--- config.mk ---
export PLATFORM = sky130hd
export DESIGN_NAME = fetch_frontend
export DESIGN_NICKNAME = d
export VERILOG_FILES = /design/src/design/rvc_pkg.sv /design/src/design/decompressor.sv /design/src/design/fetch_frontend.sv /design/src/design/fetch_queue.sv /design/src/design/instr_aligner.sv
export SDC_FILE = /design/constraint.sdc
export NUM_CORES = 1
export LEC_CHECK = 0
export BUFFER_PORTS_ARGS = -buffer_cell sky130_fd_sc_hd__buf_2
export CORE_MARGIN = 2
export CORE_UTILIZATION = 45
export CTS_CLUSTER_DIAMETER = 80
export DETAILED_ROUTE_END_ITERATION = 10
export PLACE_DENSITY = 0.62
export SLEW_MARGIN = 40
export SYNTH_ARGS = -nofsm -noshare
export SYNTH_HDL_FRONTEND = slang
export SYNTH_SLANG_ARGS = --single-unit
--- constraint.sdc ---
create_clock -name clk -period 10.9 [get_ports clk]
set_input_delay 0.545 -clock clk [delete_from_list [all_inputs] [get_ports clk]]
set_output_delay 0.545 -clock clk [all_outputs]
set_load 0.05 [all_outputs]
--- src/design/rvc_pkg.sv ---
package rvc_pkg;

  // RV32I instruction in R-type field order
  typedef struct packed {
    logic [6:0] funct7;
    logic [4:0] rs2;
    logic [4:0] rs1;
    logic [2:0] funct3;
    logic [4:0] rd;
    logic [6:0] opcode;
  } instruction_type;

  // Issue record sent to the decoder
  typedef struct packed {
    logic [31:0]     pc;
    instruction_type instr;
    logic            compressed;
    logic            illegal;
  } issue_t;

  // Word from instruction memory
  typedef struct packed {
    logic [31:0] data;
  } fetch_word_t;

  // Queue depth, also the memory credits after reset
  localparam int FETCH_DEPTH = 4;
  localparam int FETCH_PTR_W = $clog2(FETCH_DEPTH);
  localparam int FETCH_CNT_W = $clog2(FETCH_DEPTH + 1);

  // Decoder credit counter width
  localparam int CREDIT_W = 8;

  localparam logic [31:0] RESET_PC = 32'h0000_0000;

  // RV32I opcodes
  localparam logic [6:0] OP_LOAD   = 7'b0000011;
  localparam logic [6:0] OP_STORE  = 7'b0100011;
  localparam logic [6:0] OP_OP     = 7'b0110011;
  localparam logic [6:0] OP_OP_IMM = 7'b0010011;
  localparam logic [6:0] OP_LUI    = 7'b0110111;
  localparam logic [6:0] OP_BRANCH = 7'b1100011;

  // Funct3 codes
  localparam logic [2:0] F3_ADD_SUB = 3'b000;
  localparam logic [2:0] F3_SLL     = 3'b001;
  localparam logic [2:0] F3_XOR     = 3'b100;
  localparam logic [2:0] F3_SRL_SRA = 3'b101;
  localparam logic [2:0] F3_OR      = 3'b110;
  localparam logic [2:0] F3_AND     = 3'b111;
  localparam logic [2:0] F3_LW      = 3'b010;
  localparam logic [2:0] F3_SW      = 3'b010;
  localparam logic [2:0] F3_BEQ     = 3'b000;
  localparam logic [2:0] F3_BNE     = 3'b001;

  // Funct7 codes, shifts carry theirs in the upper immediate bits
  localparam logic [6:0] F7_ADD   = 7'b0000000;
  localparam logic [6:0] F7_SUB   = 7'b0100000;
  localparam logic [6:0] F7_LOGIC = 7'b0000000;
  localparam logic [6:0] F7_SLL   = 7'b0000000;
  localparam logic [6:0] F7_SRL   = 7'b0000000;
  localparam logic [6:0] F7_SRA   = 7'b0100000;

endpackage

--- src/design/decompressor.sv ---
`timescale 1ns/100ps

module decompressor (
  input  logic [15:0]              c_instr,
  output rvc_pkg::instruction_type c_expanded,
  output logic                     c_illegal
);
  import rvc_pkg::*;

  // Matched on {funct3, op}
  localparam logic [4:0] C_LW   = {3'b010, 2'b00};
  localparam logic [4:0] C_SW   = {3'b110, 2'b00};
  localparam logic [4:0] C_ADDI = {3'b000, 2'b01};
  localparam logic [4:0] C_LI   = {3'b010, 2'b01};
  localparam logic [4:0] C_LUI  = {3'b011, 2'b01};
  localparam logic [4:0] C_BEQZ = {3'b110, 2'b01};
  localparam logic [4:0] C_BNEZ = {3'b111, 2'b01};
  localparam logic [4:0] C_SLLI = {3'b000, 2'b10};

  // Matched on {funct4, op}
  localparam logic [5:0] C_MV  = {3'b100, 1'b0, 2'b10};
  localparam logic [5:0] C_ADD = {3'b100, 1'b1, 2'b10};

  // Matched on {funct3, funct2 at 11:10, op}
  localparam logic [6:0] C_SRLI = {3'b100, 2'b00, 2'b01};
  localparam logic [6:0] C_SRAI = {3'b100, 2'b01, 2'b01};
  localparam logic [6:0] C_ANDI = {3'b100, 2'b10, 2'b01};

  // Matched on {funct6, funct2 at 6:5, op}
  localparam logic [9:0] C_SUB = {3'b100, 1'b0, 2'b11, 2'b00, 2'b01};
  localparam logic [9:0] C_XOR = {3'b100, 1'b0, 2'b11, 2'b01, 2'b01};
  localparam logic [9:0] C_OR  = {3'b100, 1'b0, 2'b11, 2'b10, 2'b01};
  localparam logic [9:0] C_AND = {3'b100, 1'b0, 2'b11, 2'b11, 2'b01};

  logic [4:0]  key5;
  logic [5:0]  key6;
  logic [6:0]  key7;
  logic [9:0]  key10;
  logic [4:0]  rd_full;
  logic [4:0]  rs2_full;
  logic [4:0]  rs1_prime;
  logic [4:0]  rs2_prime;
  logic [11:0] imm6_sext;
  logic [11:0] mem_off;
  logic [12:0] br_off;
  logic [19:0] lui_imm;

  assign key5  = {c_instr[15:13], c_instr[1:0]};
  assign key6  = {c_instr[15:12], c_instr[1:0]};
  assign key7  = {c_instr[15:13], c_instr[11:10], c_instr[1:0]};
  assign key10 = {c_instr[15:10], c_instr[6:5], c_instr[1:0]};

  assign rd_full  = c_instr[11:7];
  assign rs2_full = c_instr[6:2];

  // Three-bit register fields reach x8 to x15
  assign rs1_prime = {2'b01, c_instr[9:7]};
  assign rs2_prime = {2'b01, c_instr[4:2]};

  assign imm6_sext = {{6{c_instr[12]}}, c_instr[12], c_instr[6:2]};
  assign mem_off   = {5'b0, c_instr[5], c_instr[12:10], c_instr[6], 2'b00};
  assign br_off    = {{4{c_instr[12]}}, c_instr[12], c_instr[6:5], c_instr[2],
                      c_instr[11:10], c_instr[4:3], 1'b0};
  assign lui_imm   = {{14{c_instr[12]}}, c_instr[12], c_instr[6:2]};

  always_comb begin
    c_expanded = '0;
    c_illegal  = 1'b0;
    if (key5 == C_LW) begin
      c_expanded.opcode = OP_LOAD;
      c_expanded.funct3 = F3_LW;
      c_expanded.rd     = rs2_prime;
      c_expanded.rs1    = rs1_prime;
      {c_expanded.funct7, c_expanded.rs2} = mem_off;
    end else if (key5 == C_SW) begin
      c_expanded.opcode = OP_STORE;
      c_expanded.funct3 = F3_SW;
      c_expanded.rs1    = rs1_prime;
      c_expanded.rs2    = rs2_prime;
      {c_expanded.funct7, c_expanded.rd} = mem_off;
    end else if (key5 == C_ADDI || key5 == C_LI) begin
      // C.LI is addi from x0
      c_expanded.opcode = OP_OP_IMM;
      c_expanded.funct3 = F3_ADD_SUB;
      c_expanded.rd     = rd_full;
      c_expanded.rs1    = (key5 == C_LI) ? 5'd0 : rd_full;
      {c_expanded.funct7, c_expanded.rs2} = imm6_sext;
    end else if (key5 == C_LUI && rd_full != 5'd2 && {c_instr[12], rs2_full} != '0) begin
      c_expanded.opcode = OP_LUI;
      c_expanded.rd     = rd_full;
      {c_expanded.funct7, c_expanded.rs2, c_expanded.rs1, c_expanded.funct3} = lui_imm;
    end else if (key5 == C_BEQZ || key5 == C_BNEZ) begin
      c_expanded.opcode = OP_BRANCH;
      c_expanded.funct3 = (key5 == C_BNEZ) ? F3_BNE : F3_BEQ;
      c_expanded.rs1    = rs1_prime;
      c_expanded.funct7 = {br_off[12], br_off[10:5]};
      c_expanded.rd     = {br_off[4:1], br_off[11]};
    end else if (key5 == C_SLLI && !c_instr[12]) begin
      // shamt[5] set is reserved on RV32
      c_expanded.opcode = OP_OP_IMM;
      c_expanded.funct3 = F3_SLL;
      c_expanded.funct7 = F7_SLL;
      c_expanded.rd     = rd_full;
      c_expanded.rs1    = rd_full;
      c_expanded.rs2    = rs2_full;
    end else if ((key6 == C_ADD || key6 == C_MV) && rs2_full != '0) begin
      c_expanded.opcode = OP_OP;
      c_expanded.funct3 = F3_ADD_SUB;
      c_expanded.funct7 = F7_ADD;
      c_expanded.rd     = rd_full;
      c_expanded.rs1    = (key6 == C_MV) ? 5'd0 : rd_full;
      c_expanded.rs2    = rs2_full;
    end else if ((key7 == C_SRLI || key7 == C_SRAI) && !c_instr[12]) begin
      c_expanded.opcode = OP_OP_IMM;
      c_expanded.funct3 = F3_SRL_SRA;
      c_expanded.funct7 = (key7 == C_SRAI) ? F7_SRA : F7_SRL;
      c_expanded.rd     = rs1_prime;
      c_expanded.rs1    = rs1_prime;
      c_expanded.rs2    = rs2_full;
    end else if (key7 == C_ANDI) begin
      c_expanded.opcode = OP_OP_IMM;
      c_expanded.funct3 = F3_AND;
      c_expanded.rd     = rs1_prime;
      c_expanded.rs1    = rs1_prime;
      {c_expanded.funct7, c_expanded.rs2} = imm6_sext;
    end else if (key10 inside {C_SUB, C_XOR, C_OR, C_AND}) begin
      c_expanded.opcode = OP_OP;
      c_expanded.rd     = rs1_prime;
      c_expanded.rs1    = rs1_prime;
      c_expanded.rs2    = rs2_prime;
      case (key10)
        C_SUB: begin
          c_expanded.funct3 = F3_ADD_SUB;
          c_expanded.funct7 = F7_SUB;
        end
        C_XOR: c_expanded.funct3 = F3_XOR;
        C_OR:  c_expanded.funct3 = F3_OR;
        default: begin
          c_expanded.funct3 = F3_AND;
          c_expanded.funct7 = F7_LOGIC;
        end
      endcase
    end else begin
      // Anything else, the zero halfword included
      c_illegal = 1'b1;
    end
  end

endmodule

--- src/design/fetch_frontend.sv ---
`timescale 1ns/100ps

module fetch_frontend (
  input  logic                 clk,
  input  logic                 rst_n,
  input  logic                 word_valid,
  input  rvc_pkg::fetch_word_t word,
  input  logic                 dec_credit,
  output logic                 word_credit,
  output logic                 instr_valid,
  output rvc_pkg::issue_t      instr
);
  import rvc_pkg::*;

  logic            q_valid;
  logic            q_pop;
  fetch_word_t     q_word;
  logic [15:0]     c_instr;
  instruction_type c_expanded;
  logic            c_illegal;

  fetch_queue i_fetch_queue (
    .clk         (clk),
    .rst_n       (rst_n),
    .word_valid  (word_valid),
    .word        (word),
    .q_pop       (q_pop),
    .word_credit (word_credit),
    .q_valid     (q_valid),
    .q_word      (q_word)
  );

  instr_aligner i_instr_aligner (
    .clk         (clk),
    .rst_n       (rst_n),
    .q_valid     (q_valid),
    .q_word      (q_word),
    .c_expanded  (c_expanded),
    .c_illegal   (c_illegal),
    .dec_credit  (dec_credit),
    .q_pop       (q_pop),
    .c_instr     (c_instr),
    .instr_valid (instr_valid),
    .instr       (instr)
  );

  decompressor i_decompressor (
    .c_instr    (c_instr),
    .c_expanded (c_expanded),
    .c_illegal  (c_illegal)
  );

endmodule

--- src/design/fetch_queue.sv ---
`timescale 1ns/100ps

module fetch_queue (
  input  logic                 clk,
  input  logic                 rst_n,
  input  logic                 word_valid,
  input  rvc_pkg::fetch_word_t word,
  input  logic                 q_pop,
  output logic                 word_credit,
  output logic                 q_valid,
  output rvc_pkg::fetch_word_t q_word
);
  import rvc_pkg::*;

  fetch_word_t            mem [FETCH_DEPTH];
  logic [FETCH_PTR_W-1:0] wr_ptr;
  logic [FETCH_PTR_W-1:0] rd_ptr;
  logic [FETCH_CNT_W-1:0] count;
  logic                   full;

  assign full    = (count == FETCH_CNT_W'(FETCH_DEPTH));
  assign q_valid = (count != '0);
  assign q_word  = mem[rd_ptr];

  // Storage holds payload only
  always_ff @(posedge clk) begin
    if (word_valid) begin
      mem[wr_ptr] <= word;
    end
  end

  always_ff @(posedge clk or negedge rst_n) begin
    if (!rst_n) begin
      wr_ptr      <= '0;
      rd_ptr      <= '0;
      count       <= '0;
      word_credit <= 1'b0;
    end else begin
      if (word_valid) begin
        wr_ptr <= (wr_ptr == FETCH_PTR_W'(FETCH_DEPTH - 1)) ? '0 : wr_ptr + 1'b1;
      end
      if (q_pop) begin
        rd_ptr <= (rd_ptr == FETCH_PTR_W'(FETCH_DEPTH - 1)) ? '0 : rd_ptr + 1'b1;
      end
      case ({word_valid, q_pop})
        2'b10:   count <= count + 1'b1;
        2'b01:   count <= count - 1'b1;
        default: count <= count;
      endcase
      // One credit back to memory per freed slot
      word_credit <= q_pop;
    end
  end

  // Memory must stay within its credits
  a_no_push_full: assert property (
    @(posedge clk) disable iff (!rst_n) word_valid |-> !full
  ) else $error("fetch_queue: push into full queue");

  // Aligner pops only a presented word
  a_no_pop_empty: assert property (
    @(posedge clk) disable iff (!rst_n) q_pop |-> q_valid
  ) else $error("fetch_queue: pop from empty queue");

endmodule

--- src/design/instr_aligner.sv ---
`timescale 1ns/100ps

module instr_aligner (
  input  logic                     clk,
  input  logic                     rst_n,
  input  logic                     q_valid,
  input  rvc_pkg::fetch_word_t     q_word,
  input  rvc_pkg::instruction_type c_expanded,
  input  logic                     c_illegal,
  input  logic                     dec_credit,
  output logic                     q_pop,
  output logic [15:0]              c_instr,
  output logic                     instr_valid,
  output rvc_pkg::issue_t          instr
);
  import rvc_pkg::*;

  logic [15:0]         spare_hw;
  logic                hw_valid;
  logic [31:0]         pc;
  logic [CREDIT_W-1:0] credits;
  logic [15:0]         cur_hw;
  logic [31:0]         full_word;
  logic                is_rvc;
  logic                have_instr;
  logic                take;
  issue_t              issue_next;

  // Oldest halfword comes from the spare when it holds one
  assign cur_hw    = hw_valid ? spare_hw : q_word.data[15:0];
  assign c_instr   = cur_hw;
  assign is_rvc    = (cur_hw[1:0] != 2'b11);
  assign full_word = hw_valid ? {q_word.data[15:0], spare_hw} : q_word.data;

  // A 32-bit instruction in the spare needs the next word too
  assign have_instr = hw_valid ? (is_rvc || q_valid) : q_valid;
  assign take       = have_instr && (credits != '0);

  // Word leaves once its halfwords are issued or parked in the spare
  assign q_pop = take && (!hw_valid || !is_rvc);

  always_comb begin
    issue_next.pc         = pc;
    issue_next.instr      = is_rvc ? c_expanded : instruction_type'(full_word);
    issue_next.compressed = is_rvc;
    issue_next.illegal    = is_rvc && c_illegal;
  end

  always_ff @(posedge clk or negedge rst_n) begin
    if (!rst_n) begin
      hw_valid    <= 1'b0;
      pc          <= RESET_PC;
      credits     <= '0;
      instr_valid <= 1'b0;
    end else begin
      instr_valid <= take;
      credits     <= credits + CREDIT_W'(dec_credit) - CREDIT_W'(take);
      if (take) begin
        pc       <= pc + (is_rvc ? 32'd2 : 32'd4);
        // Spare state flips on a compressed issue, holds on a full one
        hw_valid <= hw_valid ^ is_rvc;
      end
    end
  end

  always_ff @(posedge clk) begin
    if (q_pop) begin
      spare_hw <= q_word.data[31:16];
    end
    if (take) begin
      instr <= issue_next;
    end
  end

  // Issue only against a credit held the cycle before
  a_issue_credit: assert property (
    @(posedge clk) disable iff (!rst_n) instr_valid |-> $past(credits) != '0
  ) else $error("instr_aligner: issue without decoder credit");

  // Granted credit must not wrap the counter
  a_credit_overflow: assert property (
    @(posedge clk) disable iff (!rst_n) (dec_credit && !take) |=> credits != '0
  ) else $error("instr_aligner: decoder credit counter overflow");

endmodule

==> results of run 1 <==
metrics by stage:
step	std cells	util	hold WS [ns]	power, mW
after floorplan	717	-	0.249	3.07
after global placement	1130	0.494	0.451	3.55
after detailed placement	1130	0.495	0.454	3.58
after CTS	1180	0.530	0.0575	4.46
after global routing	1180	0.530	0.0920	4.68
final	1180	0.530	0.0480	4.43
worst min-delay path by stage:
stage,startpoint,endpoint,slack [ns]
2_1_floorplan,rst_n,i_fetch_queue.count[0],0.25
3_3_place_gp,i_fetch_queue.count[2],i_fetch_queue.count[2],0.45
3_5_place_dp,i_fetch_queue.count[2],i_fetch_queue.count[2],0.45
4_1_cts,rst_n,i_instr_aligner.pc[21],0.06
5_1_grt,rst_n,i_instr_aligner.pc[21],0.09
6_report,rst_n,i_instr_aligner.pc[23],0.05
layer usage:
layer	up-vias	track usage	routed length (um)
met4	2	0.0487	477
met2	220	0.285	10800
met3	46	0.0313	1520
met5	-	0	11
met1	3160	0.259	10400
li1	2983	-	-
registers in the layout (all words and copies together), names as in the netlist:
name	count
i_fetch_queue.mem	128
i_instr_aligner.hw_valid	1
i_instr_aligner.credits	8
i_fetch_queue.word_credit	1
i_instr_aligner.instr	65
i_instr_aligner.pc	31
i_instr_aligner.instr_valid	1
i_fetch_queue.wr_ptr	2
i_fetch_queue.rd_ptr	2
i_fetch_queue.count	3
i_instr_aligner.spare_hw	16
power groups by stage:
stage	sequential (mW)	clock, mW	combinational [mW]
final	1.57	0.866	1.99
after global routing	1.60	0.926	2.15
after CTS	1.57	0.889	1.99
after detailed placement	1.59	0	1.99
after floorplan	1.94	0	1.13
after global placement	1.58	0	1.97
critical path: stages (launching register included):
cell and delay, ns:
dfrtp_2 0.65, buf_4 0.45, nand2b_1 0.20, o221ai_1 0.29, or2_1 0.16, buf_4 0.31, inv_2 0.18, ha_1 0.31
a21oi_1 0.07, nor3_1 0.45, nand3_1 0.28, nor2_1 0.41, nand4_1 0.18, xnor2_1 0.16
final cells by class:
class / count / area [sq um]
Clock buffer: 35 / 736
Sequential cell: 258 / 7500
Tap cell: 324 / 405
Clock inverter: 15 / 118
Timing Repair Buffer: 112 / 592
Multi-Input combinational cell: 403 / 3410
Fill cell: 2001 / 11400
Inverter: 33 / 124
cell families after synthesis:
| family | Yosys count | synth area share |
|---|---|---|
| DFF | 258 | 0.671 |
| and+or+nand+nor | 167 | 0.0818 |
| AOI/OAI and AO/OA | 96 | 0.0659 |
| muxes | 78 | 0.0988 |
| buffers and inverters | 56 | 0.0245 |
| xor gates and xnor gates | 38 | 0.0298 |
| adders and majority gates | 23 | 0.0278 |
| other | 1 | 0.000335 |
cell usage in the layout, fill, tap and decap left out, drive strengths merged, types with 4 or more instances in the layout:
cell type / count
a211oi: 4
a21oi: 15
a221o: 4
a31oi: 5
and2: 7
and3: 7
buf: 112
clkbuf: 35
clkinv: 10
dfrtp: 49
edfxtp: 209
ha: 20
inv: 36
mux2: 14
mux2i: 44
mux4: 20
nand2: 48
nand3: 27
nand4: 9
nor2: 30
nor2b: 6
nor3: 8
o211ai: 4
o21ai: 17
o221ai: 10
o22a: 4
o22ai: 6
o31ai: 4
or3: 7
xnor2: 28
xor2: 10
==> impl_metrics.toml, run 1 <==
[outcome]
status = "completed"

[synth]
synth-seq-cells = 258
synth.largest_area_cell = "edfxtp_1"
synth_top_area_share = 0.561
syn_nets = 776
synth-edff-count = 209
postSynthAreaPerCell_sq_um = 15.6
synth_area_sq_mm = 0.0112
synthTopCellsByArea = "edfxtp_1 56%, dfrtp_1 11%, mux4_2 4.0%, mux2i_1 3.4%, ha_1 2.2%"
yosysUniqueCellTypes = 81
postSynthCellCount = 717
synthTopCellsByCount = "209 x edfxtp_1, 49 x dfrtp_1, 48 x nand2_1"
synth_flop_cell = "edfxtp_1"
synth-seq-area-share = 0.671
yosysMostFrequentCell = "edfxtp_1"
ys_warn_count = 0
postSynth.asyncResetShare = 0.190

[clocking]
insertion_delay_ns = 0.53
htree_levels = 1
cts.sinks = 258
clockBufferDepth = 3
cts_root_buf = "clkbuf_16"
cts-resized-gates = 0
cts.clk_slew.worst_paths_ns = 0.06
cts_inserted_buffers = 27
cts_hold_buf = 0
cts_tree = "done"
postCtsSetupBuffers = 0

[grt]
grt_overflow = 0
grt_start_max_net_pins = 70
grt_pass1_wl_um = 36500
grtUsageTotal = 0.180
grt_pass1_vias = 6423
antenna_found_initial = 1

[timing]
worst_clock_skew_ns = 0.00968
fin_crit_ns = 4.23
setup_tns_ns = 0
worst_pin_slew_ns = 0.763
setup_viol = 0
fmax_mhz = 236
min_period_over_period = 0.388
finalHoldViolCount = 0
slew_headroom = 0.485
rsz0062_at_grt = "no"
fin_ws_ns = 6.67
slew_violations = 0

[drt]
vias = 6411
wl_per_cell_um = 19.7
drc = 0
drtIter0Drc = 430
vias_per_cell = 5.43
routed_wirelength_um = 23200
drt-pass1-iter-count = 7
ant_nets = 0

[setup_path]
cp-endpoint = "i_instr_aligner.pc[26]"
cp.required_ns = 11.32
start_kind = "flop"
reg2reg_depth = 13
r2r_slack_ns = 6.67
arrival_ns = 4.65
reg2reg_from = "i_fetch_queue.rd_ptr[0]"
r2r-end = "i_instr_aligner.pc[26]"
path_class = "reg -> reg"
cp-end-kind = "flop"
crit_path_start = "i_fetch_queue.rd_ptr[0]"
critical_path.max_fanout = 28

[place]
gp_congestion = 0.867
hpwlAfterDp_um = 16100
io_buffers = 102
dpl_cell_area_sq_mm = 0.0120
dp_slack_ns = 6.61

[floorplanning]
chipWidth_um = 162
die_h_um = 162
core-area_sq_mm = 0.0243
ios = 104
fp-row-count = 57
start_util = 0.460
dieArea_sq_mm = 0.0261

[power]
p_switching_mw = 1.83
p_comb_frac = 0.450
netSwitchingFraction = 0.413
peakVddDrop_uv = 192
p_seq_frac = 0.355
power_density_mw_per_mm2 = 343
p_leak_nw = 5.11
p_int_mw = 2.60
clkPwrFrac = 0.196

[hold_path]
hold_path.class = "in -> async"

[finish]
drive_gt1_frac = 0.262
antenna_cells = 0
fin_area_sq_mm = 0.0129
area_growth_pct = 15.3
fin_nets = 894

[flow_run]
maxCapViolations = 0
No activity file was read; power rests on OpenSTA's default activity.
==> run 2, diff against run 1 <==
- PLACE_DENSITY: 0.62 -> 0.65
- clock period: 10.9 -> 3.51 ns (I/O delays scaled with it)
==> run 2 against run 1 <==
Sequential power grew to 3.1 times the previous value. Routed wire length fell by 4.6%. Critical path type unchanged. Largest cell class unchanged. Hold slack better by 0.13 ns. Setup slack got worse by 6.4 ns. Clock power grew to 3.1 times the previous value. Combinational power rose to 3.1 times the previous value.
==> impl_metrics.toml, run 2 (same netlist as run 1, synthesis figures left out) <==
[outcome]
status = "completed"

[power]
p_leak_nw = 5.31
peakVddDrop_uv = 579
power_density_mw_per_mm2 = 1030
p_total_mw = 13.8

[place]
dpl_cell_area_sq_mm = 0.0122
io_buffers = 102
gp_congestion = 0.911
placed_cells = 1142
hpwlAfterDp_um = 15500
dp_slack_ns = 0.215

[timing]
fin_crit_ns = 3.25
min_period_over_period = 0.926
slew_headroom = 0.498
slew_violations = 0
fmax_mhz = 308
setup_viol = 0
fin_ws_ns = 0.259
finalHoldViolCount = 0
rsz0062_at_grt = "no"
worst_clock_skew_ns = 0.00831
worst_pin_slew_ns = 0.743

[finish]
final_cells = 1225
antenna_cells = 0
reg_top3 = "i_fetch_queue.mem (128), i_instr_aligner.instr (65), i_instr_aligner.pc (31)"
area_growth_pct = 19.6
largest_reg_flops = 128
drive_gt1_frac = 0.269
layout.cells.most_common = "edfxtp_1"
fin_util = 0.550
fin_nets = 940
mostFrequentLayoutCells = "209 x edfxtp_1, 102 x buf_2, 48 x nand2_1, 47 x dfrtp_1, 38 x mux2i_1"
fin_area_sq_mm = 0.0134
regMostFlops = "i_fetch_queue.mem"

[floorplanning]
fp-row-count = 57
core-area_sq_mm = 0.0243
die_h_um = 162
dieArea_sq_mm = 0.0261
chipWidth_um = 162
start_util = 0.460
ios = 104

[grt]
grt_start_max_net_pins = 70
grt_overflow = 0
grt_pass1_wl_um = 35000
grtUsageTotal = 0.171
grt_pass1_vias = 6289
antenna_found_initial = 0

[drt]
drtIter0Drc = 478
drt-pass1-iter-count = 5
wl_per_cell_um = 18.1
routed_wirelength_um = 22100
ant_nets = 0
vias_per_cell = 5.30
drc = 0
vias = 6496

[clocking]
clockBufferDepth = 3
cts_tree = "done"
cts.clk_slew.worst_paths_ns = 0.06
cts_inserted_buffers = 26
cts.sinks = 258
cts_root_buf = "clkbuf_16"
htree_levels = 1
insertion_delay_ns = 0.54

[setup_path]
critical_path.max_fanout = 6
path_class = "reg -> reg"
r2r_slack_ns = 0.26
cp.required_ns = 3.93
start_kind = "flop"
cp-end-kind = "flop"
arrival_ns = 3.68

[hold_path]
hold_path.class = "in -> async"

[flow_run]
maxCapViolations = 0
-- run 2: cell types whose count changed in the layout (fill, tap and decap cells not counted), moves of 2 or more --
cell / change
clkinv_2: +2
clkinvlp_4: +3
buf_4: +11
clkinv_4: -2
clkbuf_8: -2
clkinv_1: -2
dlygate4sd3_1: +35
inv_6: -3
ha_4: +2
ha_1: -2
-- run 2: worst paths after layout --
path	from	to	depth (start not counted)
max	i_fetch_queue.rd_ptr[1]	i_instr_aligner.pc[29]	11
min	rst_n	i_instr_aligner.credits[2]	2
max reg2reg	i_fetch_queue.rd_ptr[1]	i_instr_aligner.pc[29]	11
min reg2reg	i_fetch_queue.count[2]	i_fetch_queue.count[2]	1
max in group asynchronous	rst_n	i_instr_aligner.pc[30]	3
min in group clk	word[29]	i_fetch_queue.mem[2][29]	2
-- run 2: through the flow --
stage / hold slack (ns) / TNS, ns
after floorplan: -0.120 / -0.583
after global placement: 0.213 / 0
after detailed placement: 0.217 / 0
after CTS: 0.174 / 0
after global routing: 0.229 / 0
final: 0.176 / 0
-- run 2: metal layers --
layer  up-vias  GRT usage  wire length, um
met5         -          0                0
met4         0     0.0515              627
met3        39     0.0254             1090
met2       191      0.268             9960
met1      3191      0.250            10400
li1       3075          -                -
-- run 2: area by class of cell --
| cell class | count | area (sq um) |
|---|---|---|
| Multi-Input combinational cell | 403 | 3460 |
| Inverter | 33 | 128 |
| Sequential cell | 258 | 7500 |
| Clock inverter | 14 | 138 |
| Fill cell | 1973 | 10900 |
| Timing Repair Buffer | 159 | 1030 |
| Clock buffer | 34 | 712 |
| Tap cell | 324 | 405 |
-- run 2: repair_timing --
action	CTS	global route
buffers inserted	0	0
endpoints found under the hold margin	153	0
hold buffers	35	0
gates resized for setup	0	0
-- run 2: where the power goes --
group	internal, mW	total [mW]	switching (mW)
Sequential	4.51	4.88	0.363
Combinational	2.12	6.21	4.09
Clock	1.58	2.72	1.14
-- run 2: worst max-delay path, stage by stage (launching register included) --
cell and delay (ns):
dfrtp_2 0.43, mux2_2 0.37, o221ai_1 0.30, or2_1 0.28, ha_1 0.21, inv_1 0.05, fa_1 0.38, or3_1 0.46
nor3_2 0.20, and2_1 0.22, nand3_1 0.10, xnor2_1 0.13
==> run 3, diff against run 2 <==
--- a/config.mk
+++ b/config.mk
@@ -8,7 +8,7 @@
 export BUFFER_PORTS_ARGS = -buffer_cell sky130_fd_sc_hd__buf_2
-export CORE_MARGIN = 2
-export CORE_UTILIZATION = 45
+export CORE_MARGIN = 4
+export CORE_UTILIZATION = 54
 export CTS_CLUSTER_DIAMETER = 80
 export DETAILED_ROUTE_END_ITERATION = 10
-export PLACE_DENSITY = 0.65
+export PLACE_DENSITY = 0.75
 export SLEW_MARGIN = 40
==> constraint.sdc (replaced) <==
create_clock -name clk -period 3.51 [get_ports clk]
set_input_delay 0.5265 -clock clk [delete_from_list [all_inputs] [get_ports clk]]
set_output_delay 0.5265 -clock clk [all_outputs]
set_load 0.05 [all_outputs]
==> run 3 against run 2 <==
Combinational power up 1%. Sequential power about the same. Count of clock-buffer cells in the layout down 4. Cell area down 2.7%. Cell count down 7.2%. Die area down 12%. First-iteration DRC count up 22%. Hold slack better by 0.026 ns. Highest routed layer is now met5.
==> impl_metrics.toml, run 3 (same netlist as run 1, synthesis figures left out) <==
[outcome]
status = "completed"

[finish]
fin_area_sq_mm = 0.0130
fin_nets = 906
mostFrequentLayoutCells = "209 x edfxtp_1, 101 x buf_2, 48 x nand2_1, 47 x dfrtp_1, 38 x mux2i_1"
area_growth_pct = 16.4
antenna_cells = 0
reg_top3 = "i_fetch_queue.mem (128), i_instr_aligner.instr (65), i_instr_aligner.pc (31)"
regMostFlops = "i_fetch_queue.mem"
largest_reg_flops = 128
drive_gt1_frac = 0.279
layout.cells.most_common = "edfxtp_1"
fin_util = 0.641

[setup_path]
path_class = "reg -> reg"
cp_num_buf_inv = 1
cp-end-kind = "flop"
slowest_stage = "or3_1"
critical_path.max_stage_delay_ns = 0.47
crit_family = "simple AND/OR/NAND/NOR gates"
start_kind = "flop"
cp.required_ns = 3.93
path_cells = "mux2_2 > o221ai_1 > or2_1 > ha_1 > inv_1 > fa_1 > or3_1 > nor3_2 > and2_1 > nand3_1 > xnor2_1"
critical_path.max_fanout = 6
arrival_ns = 3.67

[drt]
top_layer = "met5"
drt-pass1-iter-count = 5
vias = 6468
routed_wirelength_um = 22300
drtIter0Drc = 585
drc = 0
wl_met3_um = 1540
m1WireLength_um = 9870
vias_per_cell = 5.69
wl_per_cell_um = 19.6
wl_met2_um = 10400
ant_nets = 0

[floorplanning]
die_h_um = 152
chipWidth_um = 152
start_util = 0.551
fp-row-count = 52
core-area_sq_mm = 0.0203
dieArea_sq_mm = 0.0231
ios = 104

[clocking]
cts.clk_slew.worst_paths_ns = 0.06
cts.sinks = 258
cts_root_buf = "clkbuf_16"
clockBufferDepth = 3
postCtsSetupBuffers = 0
insertion_delay_ns = 0.53
cts_tree = "done"
cts_inserted_buffers = 26
htree_levels = 1

[timing]
worst_pin_slew_ns = 0.781
worst_clock_skew_ns = 0.0126
fmax_mhz = 308
slew_headroom = 0.479
fin_crit_ns = 3.25
setup_tns_ns = 0
setup_viol = 0
min_period_over_period = 0.926
rsz0062_at_grt = "no"
slew_violations = 0
finalHoldViolCount = 0

[grt]
grt_start_max_net_pins = 70
grt_pass1_wl_um = 35900
antenna_found_initial = 1
grtUsageTotal = 0.192
grt_overflow = 0
grt_pass1_vias = 6480

[hold_path]
hold_path.class = "in -> reg"

[place]
hpwlAfterDp_um = 15700
io_buffers = 102
gp_congestion = 0.879
dpl_cell_area_sq_mm = 0.0121

[power]
p_leak_nw = 5.19
peakVddDrop_uv = 549
power_density_mw_per_mm2 = 1080
p_total_mw = 14.0

[flow_run]
maxCapViolations = 0
## run 3: cell count changes in the layout (fill, tap and decap cells not counted), moves of 2 or more
cell | previous run | this run
dlygate4sd3_1 | 35 | 1
bufinv_16 | 2 | 5
clkbuf_1 | 6 | 4
clkinv_1 | 1 | 3
## run 3: path summary, 6_finish.rpt
path	depth (start not counted)	slack, ns	start	end
setup / recovery	11	0.26	i_fetch_queue.rd_ptr[1]	i_instr_aligner.pc[31]
hold / removal	1	0.20	word[25]	i_fetch_queue.mem[1][25]
setup reg to reg	11	0.26	i_fetch_queue.rd_ptr[1]	i_instr_aligner.pc[31]
hold reg to reg	1	0.47	i_instr_aligner.pc[31]	i_instr_aligner.pc[31]
max in group asynchronous	3	2.42	rst_n	i_instr_aligner.pc[21]
min in group asynchronous	2	0.49	rst_n	i_instr_aligner.credits[5]
## run 3: worst register-to-register path, delay by kind of cell, from the launching register on
| kind | cells | cell delay [ns] |
|---|---|---|
| flops | 1 | 0.43 |
| buf+inv | 1 | 0.06 |
| simple gates | 5 | 1.25 |
| xor+xnor | 1 | 0.13 |
| compound gates | 1 | 0.31 |
| mux | 1 | 0.37 |
| fa+ha+maj | 2 | 0.57 |
## run 3: area by class of cell
cell class	instances	area [sq um]
tap	270	338
timing repair buffer	125	692
multi-input combinational	403	3460
clock buffer	30	666
clock inverter	18	231
fill	1484	7280
sequential	258	7500
inverter	33	128
## run 3: what timing repair did
item	in CTS	in global routing
setup endpoints to repair	0	2
resized for setup	0	2
hold buffers	0	1
hold endpoints to repair	0	30
## run 3: through the flow
| stage | setup WS [ns] | std cells | hold WS (ns) |
|---|---|---|---|
| floorplan | -0.241 | 717 | 0.231 |
| global placement | 0.281 | 1088 | 0.457 |
| detailed placement | 0.248 | 1088 | 0.471 |
| CTS | 0.205 | 1136 | 0.0671 |
| global route | 0.0332 | 1137 | 0.183 |
| finish | 0.260 | 1137 | 0.202 |
## run 3: per-layer routing
layer / up-vias / GRT usage
met5: - / 0
met4: 2 / 0.0518
met3: 47 / 0.0367
met2: 257 / 0.300
met1: 3154 / 0.280
li1: 3008 / -
## run 3: report_power, final
part           total, mW  switching, mW  leakage, nW  internal (mW)
Sequential          4.88          0.368         2.70           4.51
Clock               2.86           1.12        0.435           1.73
Combinational       6.29           4.18         2.05           2.11
